--- src/hw/conv_param_defs.svh ---
`ifndef CONV_PARAM_DEFS_SVH
`define CONV_PARAM_DEFS_SVH

// Parameter buffer geometry.
`define CP_DEPTH 8
`define CP_AW    3
`define CP_DW    32

// SRAM write request levels.
`define CP_WRITE_ENB 1'b1
`define CP_WRITE_DIS 1'b0

`endif

--- src/hw/conv_param_pkg.sv ---
`include "conv_param_defs.svh"

package conv_param_pkg;

  // One buffer word, read either as a weight or as the layer setup.
  typedef union packed {
    logic signed [`CP_DW-1:0] raw;
    struct packed {
      logic [7:0] out_ch;
      logic [7:0] in_ch;
      logic [3:0] kernel;
      logic [3:0] stride;
      logic [3:0] pad;
      logic [3:0] reserved;
    } cfg;
  } param_word_u;

  typedef enum logic [1:0] {
    ARB_IDLE    = 2'd0,
    ARB_ENGINE  = 2'd1,
    ARB_HOST_RD = 2'd2,
    ARB_HOST_WR = 2'd3
  } arb_state_e;

endpackage

--- src/hw/param_sram.sv ---
`timescale 1ns/1ps
`include "conv_param_defs.svh"

module param_sram (
  input  logic              clk,
  input  logic              cs_i,
  input  logic              we_i,
  input  logic [`CP_AW-1:0] addr_i,
  input  logic [`CP_DW-1:0] wdata_i,
  output logic [`CP_DW-1:0] rdata_o
);

  logic [`CP_DW-1:0] mem [`CP_DEPTH];

  always_ff @(posedge clk) begin
    if (cs_i) begin
      if (we_i == `CP_WRITE_ENB) begin
        mem[addr_i] <= wdata_i;
      end else begin
        rdata_o <= mem[addr_i];  // Data shows up one cycle after the select.
      end
    end
  end

endmodule

--- src/hw/param_buffer_arbiter.sv ---
`timescale 1ns/1ps
`include "conv_param_defs.svh"

module param_buffer_arbiter
  import conv_param_pkg::*;
(
  input  logic              clk,
  input  logic              rst,
  input  logic              eng_busy_i,
  input  logic              eng_cs_i,
  input  logic [`CP_AW-1:0] eng_addr_i,
  input  logic              rd_pending_i,
  input  logic              wr_pending_i,
  input  logic [`CP_AW-1:0] host_addr_i,
  input  logic [`CP_DW-1:0] host_wdata_i,
  input  logic              host_last_i,
  input  logic [`CP_DW-1:0] sram_rdata_i,
  output logic              eng_grant_o,
  output logic [`CP_DW-1:0] eng_rdata_o,
  output logic              host_grant_rd_o,
  output logic              host_grant_wr_o,
  output logic [`CP_DW-1:0] host_rdata_o,
  output logic              host_rvalid_o,
  output logic              sram_cs_o,
  output logic              sram_we_o,
  output logic [`CP_AW-1:0] sram_addr_o,
  output logic [`CP_DW-1:0] sram_wdata_o
);

  arb_state_e state_q, next_state;
  logic       rd_cs_q;

  always_ff @(posedge clk, posedge rst) begin
    if (rst) begin
      state_q <= ARB_IDLE;
      rd_cs_q <= 1'b0;
    end else begin
      state_q <= next_state;
      rd_cs_q <= (state_q == ARB_HOST_RD);  // Every host read beat selects the SRAM.
    end
  end

  always_comb begin
    next_state = state_q;
    case (state_q)
      ARB_IDLE: begin
        if (eng_busy_i) begin
          next_state = ARB_ENGINE;
        end else if (rd_pending_i) begin
          next_state = ARB_HOST_RD;
        end else if (wr_pending_i) begin
          next_state = ARB_HOST_WR;
        end
      end
      ARB_ENGINE:  if (!eng_busy_i) next_state = ARB_IDLE;
      ARB_HOST_RD: if (host_last_i) next_state = ARB_IDLE;
      ARB_HOST_WR: if (host_last_i) next_state = ARB_IDLE;
      default:     next_state = ARB_IDLE;
    endcase
  end

  // SRAM port steering.
  always_comb begin
    sram_cs_o    = 1'b0;
    sram_we_o    = `CP_WRITE_DIS;
    sram_addr_o  = '0;
    sram_wdata_o = '0;
    case (state_q)
      ARB_ENGINE: begin
        sram_cs_o   = eng_cs_i;
        sram_addr_o = eng_addr_i;
      end
      ARB_HOST_RD: begin
        sram_cs_o   = 1'b1;
        sram_addr_o = host_addr_i;
      end
      ARB_HOST_WR: begin
        sram_cs_o    = 1'b1;
        sram_we_o    = `CP_WRITE_ENB;
        sram_addr_o  = host_addr_i;
        sram_wdata_o = host_wdata_i;
      end
      default: ;
    endcase
  end

  assign eng_grant_o     = (state_q == ARB_ENGINE);
  assign host_grant_rd_o = (state_q == ARB_HOST_RD);
  assign host_grant_wr_o = (state_q == ARB_HOST_WR);
  assign eng_rdata_o     = sram_rdata_i;
  assign host_rdata_o    = sram_rdata_i;
  assign host_rvalid_o   = rd_cs_q;

endmodule

--- src/hw/host_bus_port.sv ---
`timescale 1ns/1ps
`include "conv_param_defs.svh"

module host_bus_port (
  input  logic              clk,
  input  logic              rst,
  input  logic              rd_req_i,
  input  logic [`CP_AW-1:0] rd_addr_i,
  input  logic [`CP_AW:0]   rd_len_i,
  input  logic              wr_req_i,
  input  logic [`CP_AW-1:0] wr_addr_i,
  input  logic [`CP_DW-1:0] wr_data_i,
  input  logic              grant_rd_i,
  input  logic              grant_wr_i,
  input  logic [`CP_DW-1:0] rdata_i,
  input  logic              rvalid_i,
  output logic              rd_pending_o,
  output logic              wr_pending_o,
  output logic [`CP_AW-1:0] addr_o,
  output logic [`CP_DW-1:0] wdata_o,
  output logic              last_o,
  output logic [`CP_DW-1:0] rdata_o,
  output logic              rvalid_o,
  output logic              rlast_o,
  output logic              wr_done_o
);

  logic [`CP_AW-1:0] len_m1_q;
  logic [`CP_AW-1:0] issue_cnt_q;
  logic [`CP_AW-1:0] ret_cnt_q;
  logic              rd_beat;
  logic              rd_last;
  logic              wr_beat;

  assign rd_beat = grant_rd_i & rd_pending_o;
  assign rd_last = rd_pending_o & (issue_cnt_q == len_m1_q);
  assign wr_beat = grant_wr_i & wr_pending_o;

  always_ff @(posedge clk, posedge rst) begin
    if (rst) begin
      rd_pending_o <= 1'b0;
      wr_pending_o <= 1'b0;
      len_m1_q     <= '0;
      issue_cnt_q  <= '0;
      ret_cnt_q    <= '0;
    end else begin
      if (rd_req_i) begin
        rd_pending_o <= 1'b1;
        len_m1_q     <= `CP_AW'(rd_len_i - 1'b1);  // A length of 8 wraps to 7.
        issue_cnt_q  <= '0;
        ret_cnt_q    <= '0;
      end else begin
        if (rd_beat) begin
          issue_cnt_q <= issue_cnt_q + 1'b1;
          if (rd_last) rd_pending_o <= 1'b0;
        end
        if (rvalid_i) ret_cnt_q <= ret_cnt_q + 1'b1;  // Returned beats lag by one cycle.
      end
      if (wr_req_i) begin
        wr_pending_o <= 1'b1;
      end else if (wr_beat) begin
        wr_pending_o <= 1'b0;
      end
    end
  end

  always_ff @(posedge clk) begin
    if (rd_req_i) begin
      addr_o <= rd_addr_i;
    end else if (wr_req_i) begin
      addr_o <= wr_addr_i;
    end else if (rd_beat) begin
      addr_o <= addr_o + 1'b1;  // Bursts wrap around the buffer.
    end
    if (wr_req_i) wdata_o <= wr_data_i;
  end

  assign last_o    = rd_last | wr_pending_o;
  assign rdata_o   = rdata_i;
  assign rvalid_o  = rvalid_i;
  assign rlast_o   = rvalid_i & (ret_cnt_q == len_m1_q);
  assign wr_done_o = wr_beat;

endmodule

--- src/hw/param_engine.sv ---
`timescale 1ns/1ps
`include "conv_param_defs.svh"

module param_engine
  import conv_param_pkg::*;
(
  input  logic                     clk,
  input  logic                     rst,
  input  logic                     start_i,
  input  logic                     grant_i,
  input  logic [`CP_DW-1:0]        rdata_i,
  output logic                     busy_o,
  output logic                     cs_o,
  output logic [`CP_AW-1:0]        addr_o,
  output param_word_u              cfg_o,
  output logic signed [`CP_DW-1:0] weight_sum_o,
  output logic                     done_o
);

  localparam logic [`CP_AW-1:0] LastIdx = `CP_AW'(`CP_DEPTH - 1);

  logic [`CP_AW-1:0] issue_idx_q;
  logic              tag_vld_q;
  logic [`CP_AW-1:0] tag_idx_q;
  logic              start_ok;
  param_word_u       word;

  // A start while reads are still outstanding is dropped.
  assign start_ok = start_i & ~busy_o & ~tag_vld_q;
  assign cs_o     = busy_o & grant_i;
  assign addr_o   = issue_idx_q;
  assign word     = rdata_i;

  always_ff @(posedge clk, posedge rst) begin
    if (rst) begin
      busy_o      <= 1'b0;
      issue_idx_q <= '0;
      tag_vld_q   <= 1'b0;
      tag_idx_q   <= '0;
      done_o      <= 1'b0;
    end else begin
      tag_vld_q <= cs_o;  // Tag travels alongside the SRAM read latency.
      tag_idx_q <= issue_idx_q;
      done_o    <= tag_vld_q & (tag_idx_q == LastIdx);
      if (start_ok) begin
        busy_o      <= 1'b1;
        issue_idx_q <= '0;
      end else if (cs_o) begin
        issue_idx_q <= issue_idx_q + 1'b1;
        if (issue_idx_q == LastIdx) busy_o <= 1'b0;
      end
    end
  end

  always_ff @(posedge clk) begin
    if (start_ok) begin
      weight_sum_o <= '0;
    end else if (tag_vld_q) begin
      if (tag_idx_q == '0) begin
        cfg_o.cfg <= word.cfg;  // Word 0 carries the layer setup.
      end else begin
        weight_sum_o <= weight_sum_o + word.raw;
      end
    end
  end

endmodule

--- src/hw/conv_param_top.sv ---
`timescale 1ns/1ps
`include "conv_param_defs.svh"

module conv_param_top
  import conv_param_pkg::*;
(
  input  logic                     clk,
  input  logic                     rst,
  input  logic                     start_i,
  input  logic                     rd_req_i,
  input  logic [`CP_AW-1:0]        rd_addr_i,
  input  logic [`CP_AW:0]          rd_len_i,
  input  logic                     wr_req_i,
  input  logic [`CP_AW-1:0]        wr_addr_i,
  input  logic [`CP_DW-1:0]        wr_data_i,
  output logic [`CP_DW-1:0]        rdata_o,
  output logic                     rvalid_o,
  output logic                     rlast_o,
  output logic                     wr_done_o,
  output logic                     done_o,
  output param_word_u              cfg_o,
  output logic signed [`CP_DW-1:0] weight_sum_o
);

  logic              rd_pending;
  logic              wr_pending;
  logic [`CP_AW-1:0] host_addr;
  logic [`CP_DW-1:0] host_wdata;
  logic              host_last;
  logic              host_grant_rd;
  logic              host_grant_wr;
  logic [`CP_DW-1:0] host_rdata;
  logic              host_rvalid;
  logic              eng_busy;
  logic              eng_cs;
  logic [`CP_AW-1:0] eng_addr;
  logic              eng_grant;
  logic [`CP_DW-1:0] eng_rdata;
  logic              sram_cs;
  logic              sram_we;
  logic [`CP_AW-1:0] sram_addr;
  logic [`CP_DW-1:0] sram_wdata;
  logic [`CP_DW-1:0] sram_rdata;

  host_bus_port u_host_port (
    .clk          (clk),
    .rst          (rst),
    .rd_req_i     (rd_req_i),
    .rd_addr_i    (rd_addr_i),
    .rd_len_i     (rd_len_i),
    .wr_req_i     (wr_req_i),
    .wr_addr_i    (wr_addr_i),
    .wr_data_i    (wr_data_i),
    .grant_rd_i   (host_grant_rd),
    .grant_wr_i   (host_grant_wr),
    .rdata_i      (host_rdata),
    .rvalid_i     (host_rvalid),
    .rd_pending_o (rd_pending),
    .wr_pending_o (wr_pending),
    .addr_o       (host_addr),
    .wdata_o      (host_wdata),
    .last_o       (host_last),
    .rdata_o      (rdata_o),
    .rvalid_o     (rvalid_o),
    .rlast_o      (rlast_o),
    .wr_done_o    (wr_done_o)
  );

  param_buffer_arbiter u_arbiter (
    .clk             (clk),
    .rst             (rst),
    .eng_busy_i      (eng_busy),
    .eng_cs_i        (eng_cs),
    .eng_addr_i      (eng_addr),
    .rd_pending_i    (rd_pending),
    .wr_pending_i    (wr_pending),
    .host_addr_i     (host_addr),
    .host_wdata_i    (host_wdata),
    .host_last_i     (host_last),
    .sram_rdata_i    (sram_rdata),
    .eng_grant_o     (eng_grant),
    .eng_rdata_o     (eng_rdata),
    .host_grant_rd_o (host_grant_rd),
    .host_grant_wr_o (host_grant_wr),
    .host_rdata_o    (host_rdata),
    .host_rvalid_o   (host_rvalid),
    .sram_cs_o       (sram_cs),
    .sram_we_o       (sram_we),
    .sram_addr_o     (sram_addr),
    .sram_wdata_o    (sram_wdata)
  );

  param_sram u_sram (
    .clk     (clk),
    .cs_i    (sram_cs),
    .we_i    (sram_we),
    .addr_i  (sram_addr),
    .wdata_i (sram_wdata),
    .rdata_o (sram_rdata)
  );

  param_engine u_engine (
    .clk          (clk),
    .rst          (rst),
    .start_i      (start_i),
    .grant_i      (eng_grant),
    .rdata_i      (eng_rdata),
    .busy_o       (eng_busy),
    .cs_o         (eng_cs),
    .addr_o       (eng_addr),
    .cfg_o        (cfg_o),
    .weight_sum_o (weight_sum_o),
    .done_o       (done_o)
  );

endmodule

--- config.mk ---
export PLATFORM = sky130hd
export DESIGN_NAME = conv_param_top
export DESIGN_NICKNAME = d
export VERILOG_FILES = /design/src/hw/conv_param_pkg.sv /design/src/hw/param_sram.sv /design/src/hw/param_buffer_arbiter.sv /design/src/hw/host_bus_port.sv /design/src/hw/param_engine.sv /design/src/hw/conv_param_top.sv
export VERILOG_INCLUDE_DIRS = /design/src /design/src/hw
export SDC_FILE = /design/constraint.sdc
export NUM_CORES = 1
export LEC_CHECK = 0
export ABC_CLOCK_PERIOD_IN_PS = 10540
export BUFFER_PORTS_ARGS = -buffer_cell sky130_fd_sc_hd__buf_2
export CORE_ASPECT_RATIO = 1.4
export CORE_MARGIN = 2
export CORE_UTILIZATION = 64
export DETAILED_ROUTE_END_ITERATION = 6
export GPL_TIMING_DRIVEN = 0
export PLACE_DENSITY = 0.87
export SLEW_MARGIN = 20
export SYNTH_ARGS = -nofsm -noshare
export SYNTH_HDL_FRONTEND = slang
export SYNTH_SLANG_ARGS = --single-unit
--- constraint.sdc ---
create_clock -name clk -period 10.54 [get_ports clk]
set_input_delay 1.054 -clock clk [delete_from_list [all_inputs] [get_ports clk]]
set_output_delay 1.054 -clock clk [all_outputs]
set_load 0.05 [all_outputs]
==> results_dict.tcl, run 1 <==
set metrics [dict create \
    ios 147 \
    endpoint "u_sram.mem[2][14]" \
    dieArea_sq_um 28040 \
    cts_tree "yes" \
    hold_path.class "reg2reg" \
    die_w_um 142.1 \
    status "finished clean" \
    placedInstanceArea_sq_um 18520 \
    syn_to_final_growth_pct 15.24 \
    crit_arrival_ns 3.59 \
    finalCritPeriodShare_pct 31.75 \
    reg2reg_to "u_sram.mem[2][14]" \
    final_cell_mix "edfxtp_1 (355), nand2_1 (346), nand3_1 (181), buf_2 (160), clkbuf_1 (80)" \
    hold_violations 0 \
    wl_met3_mm 3.679 \
    synth_fp_nets 1485 \
    die_h_um 197.3 \
    antenna_cells 0 \
    ys_seq_area_share_pct 69.50 \
    power.density_nw_per_um2 352.3 \
    track_usage_pct 28.99 \
    initial_core_util_pct 65.25 \
    cpPeakStageDelay_ns 0.75 \
    drc_errors 0 \
    numPortBuffers 144 \
    drv_cap 0 \
    ctsResizeCount 0 \
    hpwlAfterDp_mm 28.65 \
    viasPerCell 6.224 \
    core_sq_um 26190 \
    worstPathCellList "nor2b_1 > a22o_1 > clkbuf_1 > clkbuf_1 > nor4_2 > buf_2 > buf_2 > buf_4" \
    crit_slowest_cell "nor4_2" \
    final_cell_area_sq_um 19690 \
    max_freq_mhz 298.9 \
    htreeDepth 2 \
    synthXorXnorAreaFrac_pct 1.640 \
    synth-seq-cells 410 \
    syn_area_sq_um 17090 \
    critPathRequiredTime_ns 10.78 \
    antenna_found_initial 0 \
    criticalPathCategory "reg2reg" \
    async_reset_ff_share_pct 5.610 \
    wire_per_inst_um 20.70 \
    postCtsSetupRepairBufs 0 \
    clk_latency_ns 0.54 \
    cts_sinks 410 \
    avgSynthCellArea_sq_um 12.21 \
    synth_compound_area_share_pct 6.729 \
    wl_mm 40.80 \
    root_buffer "clkbuf_16" \
    ant_nets 0 \
    grt_pass1_vias 11914 \
    dr.pass1.iters 7 \
    fill_cells 1575 \
    clock_path_buffers 3 \
    grt_max_degree 34 \
    yosysUniqueCellTypes 65 \
    cts_hold_buffers 0 \
    synth-edff-count 355 \
    met1_length_mm 14.22 \
    grt_overflow 0 \
    crit_path_start_kind "register" \
    wl_met2_mm 20.83 \
    worst_setup_path_end_kind "register" \
    maxSlewViolCount 0 \
    ys.flop_type "edfxtp_1" \
    slew_headroom_pct 35.87 \
    vias 12267 \
    setup_slack_ns 7.194 \
    rows 70 \
    cts_inserted_buffers 37 \
    dp_slack_ns 7.318 \
    rsz0062_at_grt "false" \
    layout.nets 1705 \
    finalPower_mw 6.937 \
    period_minus_slack_ns 3.346 \
    setup_viol 0 \
    synth_warnings 0 \
    clock_skew_ns 0.02003 \
    synth_top_family_by_area "simple AND/OR/NAND/NOR gates" \
    r2r-start "u_arbiter.state_q[0]" \
    gp_congestion 0.9229 \
    clk_pin_slew_ns 0.06 \
    ff2ff_path_depth 8 \
    tns_ns 0 \
    crit_path_start "u_arbiter.state_q[0]" \
    yosys.area_share.adder_pct 2.826 \
    peakVddDrop_uv 157.7 \
    critical_path.max_fanout 10 \
    drive_above_1_share_pct 15.85 \
    power_leakage_nw 7.732 \
    final_common_cell "edfxtp_1" \
    grt_pass1_wl_mm 62.35 \
    highest_layer "met4" \
    syn_inst 1400 \
    first_iter_violations 1618 \
    muxShareOfSynthArea_pct 0.3734 \
    synth_simple_gate_area_share_pct 16.91 \
    rrSetupSlack_ns 7.19 \
    tightest_slew_ns 0.9619 \
]
-- worst min path at each step --
| stage | depth (start not counted) | slack (ns) | start | to |
|---|---|---|---|---|
| 2_1_floorplan | 0 | 0.41 | u_engine.addr_o[0] | u_engine.tag_idx_q[0] |
| 3_3_place_gp | 0 | 0.43 | u_engine.addr_o[0] | u_engine.tag_idx_q[0] |
| 3_5_place_dp | 0 | 0.44 | u_engine.addr_o[0] | u_engine.tag_idx_q[0] |
| 4_1_cts | 0 | 0.45 | u_engine.addr_o[0] | u_engine.tag_idx_q[0] |
| 5_1_grt | 0 | 0.47 | u_engine.addr_o[0] | u_engine.tag_idx_q[0] |
| 6_report | 0 | 0.46 | u_engine.addr_o[0] | u_engine.tag_idx_q[0] |
-- where the power goes --
group / switching [mW] / internal [mW]
combinational: 2.36 / 0.961
sequential: 0.174 / 2.14
clock: 0.560 / 0.749
-- layer usage --
metal,GRT usage [%],vias up
met5,0,-
met4,15.81,0
met3,4.412,160
met2,50.72,805
met1,34.39,5776
li1,-,5526
-- metrics by stage --
stage	std cells	util (%)	hold WS (ns)
floorplan	1400	-	0.4069
global placement	1868	69.55	0.4328
CTS	1971	75.19	0.4539
detailed placement	1905	70.72	0.4391
global route	1971	75.19	0.4673
finish	1971	75.19	0.4570
-- cell families (layout without fill, tap and decap cells) --
family,Yosys count,count (layout)
AND/OR/NAND/NOR,644,644
flip-flops,410,410
AO/OA/AOI/OAI,179,179
buffers and inverters,91,338
adder cells (fa/ha/maj),38,38
XOR/XNOR,32,32
multiplexers,6,6
-- critical path: cells and delay by family, from the launching register on --
family	cells	cell delay [ns]
AOI/OAI and AO/OA	1	0.22
and+or+nand+nor	2	0.98
buffers and inverters	5	1.42
DFF	1	0.43
-- sequential cells by signal (all words and copies together), names as in the netlist, 32 cells and up --
name                   flops
u_sram.mem               256
u_engine.cfg_o            32
u_host_port.wdata_o       32
u_sram.rdata_o            32
u_engine.weight_sum_o     32
-- final cells by class --
cell class	count	area [sq um]	share of cell area, %
Buffer	77	291.5	1.480
Clock buffer	53	1059	5.376
Clock inverter	13	113.9	0.5782
Inverter	14	52.55	0.2669
Multi-Input combinational cell	899	4918	24.98
Sequential cell	410	11880	60.31
Tap cell	324	405.4	2.059
Timing Repair Buffer	181	974.7	4.950
-- synthesized netlist by cell type, types with 4 or more instances --
library cell / count / area, sq um
a21o_1: 18 / 135.1
a21oi_1: 52 / 260.3
a22o_1: 4 / 35.03
a31oi_1: 7 / 43.79
and3_1: 39 / 244.0
and4_1: 4 / 35.03
buf_1: 6 / 22.52
clkbuf_1: 69 / 259.0
dfrtp_1: 23 / 575.6
dfxtp_1: 32 / 640.6
edfxtp_1: 355 / 10660
ha_1: 37 / 462.9
inv_1: 14 / 52.55
nand2_1: 346 / 1299
nand3_1: 181 / 905.9
nand4_1: 5 / 31.28
nor2_1: 23 / 86.33
nor2b_1: 5 / 31.28
nor3_1: 16 / 80.08
nor4_1: 4 / 25.02
o211ai_1: 4 / 30.03
o21a_1: 5 / 37.54
o21ai_0: 48 / 240.2
o21ai_1: 10 / 50.05
or3_1: 4 / 25.02
xnor2_1: 18 / 157.7
xor2_1: 14 / 122.6
Power figures use the tool's default switching activity.
==> run 2, diff against run 1 <==
Settings changed: ABC_AREA set to 1, ABC_CLOCK_PERIOD_IN_PS 10540 to 2750, CORE_UTILIZATION 64 to 54, PLACE_DENSITY 0.87 to 0.78.
Clock period 10.54 ns to 2.75 ns, I/O delays scaled along.
==> run 2 against run 1 <==
  * Die area grew 23%
  * Critical path type unchanged
  * Largest power group unchanged
  * Routed wire length rose by 13%
  * Hold slack worse by 0.38 ns
  * Largest cell class unchanged
  * Critical endpoint is now u_engine.weight_sum_o[20]
==> results_dict.tcl, run 2 <==
set metrics [dict create \
    critical_path.max_fanout 4 \
    die_h_um 218.9 \
    wl_mm 46.28 \
    track_usage_pct 27.13 \
    final_common_cell "nor2_1" \
    finalPower_mw 28.10 \
    root_buffer "clkbuf_16" \
    drv_cap 0 \
    hpwlAfterDp_mm 31.73 \
    async_reset_ff_share_pct 5.610 \
    dp_slack_ns 0.3581 \
    criticalPathCategory "reg2reg" \
    power.density_nw_per_um2 1333 \
    ff2ff_path_depth 13 \
    worst_setup_path_end_kind "register" \
    rsz0062_at_grt "false" \
    ys.flop_type "edfxtp_1" \
    grt_overflow 0 \
    critPathRequiredTime_ns 3.21 \
    period_minus_slack_ns 2.408 \
    vias 13202 \
    syn_to_final_growth_pct 18.25 \
    hold_depth 3 \
    max_freq_mhz 415.2 \
    whs_ns 0.07253 \
    numPortBuffers 144 \
    first_iter_violations 1461 \
    yosysUniqueCellTypes 35 \
    initial_core_util_pct 54.84 \
    ant_nets 0 \
    final_cell_area_sq_um 21070 \
    yosysTopAreaCell "edfxtp_1" \
    synthTopCellsByArea "edfxtp_1 (60%), nor2_1 (8.0%), nand2_1 (6.1%)" \
    rows 78 \
    die_w_um 157.5 \
    crit_path_start_kind "register" \
    avgSynthCellArea_sq_um 10.39 \
    fill_cells 2455 \
    rrSetupSlack_ns 0.34 \
    synth-edff-count 355 \
    drc_errors 0 \
    clock_skew_ns 0.03014 \
    synth_most_common_cell "nor2_1" \
    status "finished clean" \
    drive_above_1_share_pct 13.71 \
    multi_input_area_sq_um 4941 \
    ios 147 \
    power_leakage_nw 8.885 \
    setup_slack_ns 0.3416 \
    netlist.area_leader.share_pct 59.82 \
    dieArea_sq_um 34490 \
    synth_warnings 0 \
    clock_path_buffers 3 \
    largest_reg_flops 256 \
    layout.nets 2032 \
    ys_seq_area_share_pct 66.64 \
    crit_arrival_ns 2.87 \
    slew_headroom_pct 40.29 \
    whs_endpoint "u_host_port.len_m1_q[2]" \
    final_cell_count_no_fill 2417 \
    maxSlewViolCount 0 \
    viasPerCell 5.462 \
    antenna_found_initial 0 \
    placedInstanceArea_sq_um 19460 \
    hp-start "rd_len_i[2]" \
    synth_fp_nets 1800 \
    tightest_slew_ns 0.8957 \
    grt_pass1_vias 13166 \
    dr.pass1.iters 6 \
    regArea_sq_um 11880 \
    grt_pass1_wl_mm 70.24 \
    core_sq_um 32500 \
    cts_sinks 410 \
    critPathMostFrequentCell "nand3_1" \
    clk_pin_slew_ns 0.07 \
    ctsResizeCount 0 \
    cpPeakStageDelay_ns 0.41 \
    r2r-start "u_sram.rdata_o[0]" \
    synth-seq-cells 410 \
    hold_path.class "in2reg" \
    finalCritPeriodShare_pct 87.58 \
    syn_area_sq_um 17820 \
    clk_latency_ns 0.55 \
    wire_per_inst_um 19.15 \
    final_cell_mix "nor2_1 (374), edfxtp_1 (355), nand2_1 (288), inv_1 (203), buf_2 (164)" \
    regMostFlops "u_sram.mem" \
    crit_slowest_cell "fa_1" \
    placed_cells 2312 \
    antenna_cells 0 \
    reg2reg_to "u_engine.weight_sum_o[20]" \
    htreeDepth 2 \
    fin_util_pct 64.85 \
    postCtsSetupRepairBufs 0 \
    gp_congestion 0.9615 \
    grt_max_degree 38 \
    worstPathCellList "ha_1 > inv_1 > fa_1 > inv_1 > nand3_1 > nand3_1 > nand3_1 > nand3_1 > nand2_1 > nand3_1 > nand3_1 > nand2_1 > inv_1" \
    setup_viol 0 \
    yosys-top-cells-count "nor2_1 (382), edfxtp_1 (355), nand2_1 (289)" \
    syn_inst 1715 \
    cts_tree "yes" \
    peakVddDrop_uv 741.7 \
    tns_ns 0 \
    hold_violations 0 \
    cts_inserted_buffers 39 \
]
run 2: cell types whose count changed after synthesis, sizes merged, moves of 12 or more:
| cell | previous run | this run |
|---|---|---|
| buf | 8 | 35 |
| a21oi | 55 | 38 |
| and3 | 40 | 0 |
| o21ai | 60 | 155 |
| nand2 | 346 | 295 |
| a21o | 18 | 1 |
| nor3 | 16 | 4 |
| nand4 | 5 | 34 |
| clkbuf | 69 | 21 |
| inv | 14 | 207 |
| nor2 | 23 | 382 |
| nand3 | 182 | 57 |
run 2: critical path: cells and delay by family (launching register included):
| kind | cells | cell delay [ns] |
|---|---|---|
| and+or+nand+nor | 8 | 1.00 |
| adders and majority gates | 2 | 0.69 |
| DFF | 1 | 0.40 |
| buffers and inverters | 3 | 0.23 |
run 2: timing repair:
| item | CTS | global route |
|---|---|---|
| setup endpoints to repair | 0 | 0 |
| endpoints found under the hold margin | 56 | 0 |
| hold buffers | 34 | 0 |
run 2: logic make-up after synthesis:
logic type	synth area share (%)
compound gates	6.031
xor+xnor	1.130
fa+ha+maj	2.710
buf+inv	6.066
flops	66.64
simple gates	17.42
run 2: final cells by class:
| cell class | instances | area share [%] |
|---|---|---|
| inverters | 208 | 3.729 |
| clock inverters | 22 | 0.9856 |
| well taps | 440 | 2.612 |
| plain buffers | 56 | 1.401 |
| repair buffers | 191 | 6.412 |
| multi-input cells | 1041 | 23.45 |
| flip-flops and latches | 410 | 56.36 |
| clock buffers | 49 | 5.058 |
run 2: report_power, final:
part           leakage (nW)  switching [mW]  internal [mW]  total [mW]
Sequential             3.77           0.711           8.12        8.83
Clock                 0.618            2.32           3.06        5.38
Combinational          4.49            10.1           3.74        13.9
Total                  8.88            13.2           14.9        28.1
run 2: worst max path at each step:
stage                          from                        end  depth (start not counted)
2_1_floorplan  u_arbiter.state_q[1]           u_sram.mem[2][0]                          7
4_1_cts           u_sram.rdata_o[0]  u_engine.weight_sum_o[20]                         13
6_report          u_sram.rdata_o[0]  u_engine.weight_sum_o[20]                         13
5_1_grt           u_sram.rdata_o[0]  u_engine.weight_sum_o[20]                         13
3_5_place_dp      u_sram.rdata_o[0]  u_engine.weight_sum_o[20]                         13
3_3_place_gp   u_arbiter.state_q[1]          u_sram.mem[3][18]                          7
run 2: routing by layer:
layer	wire, um	up-vias	global-route usage (%)
met1	16490	6169	30.81
met5	0	-	0
met3	3336	156	4.305
met2	24110	709	48.88
met4	2339	0	14.18
li1	-	6168	-
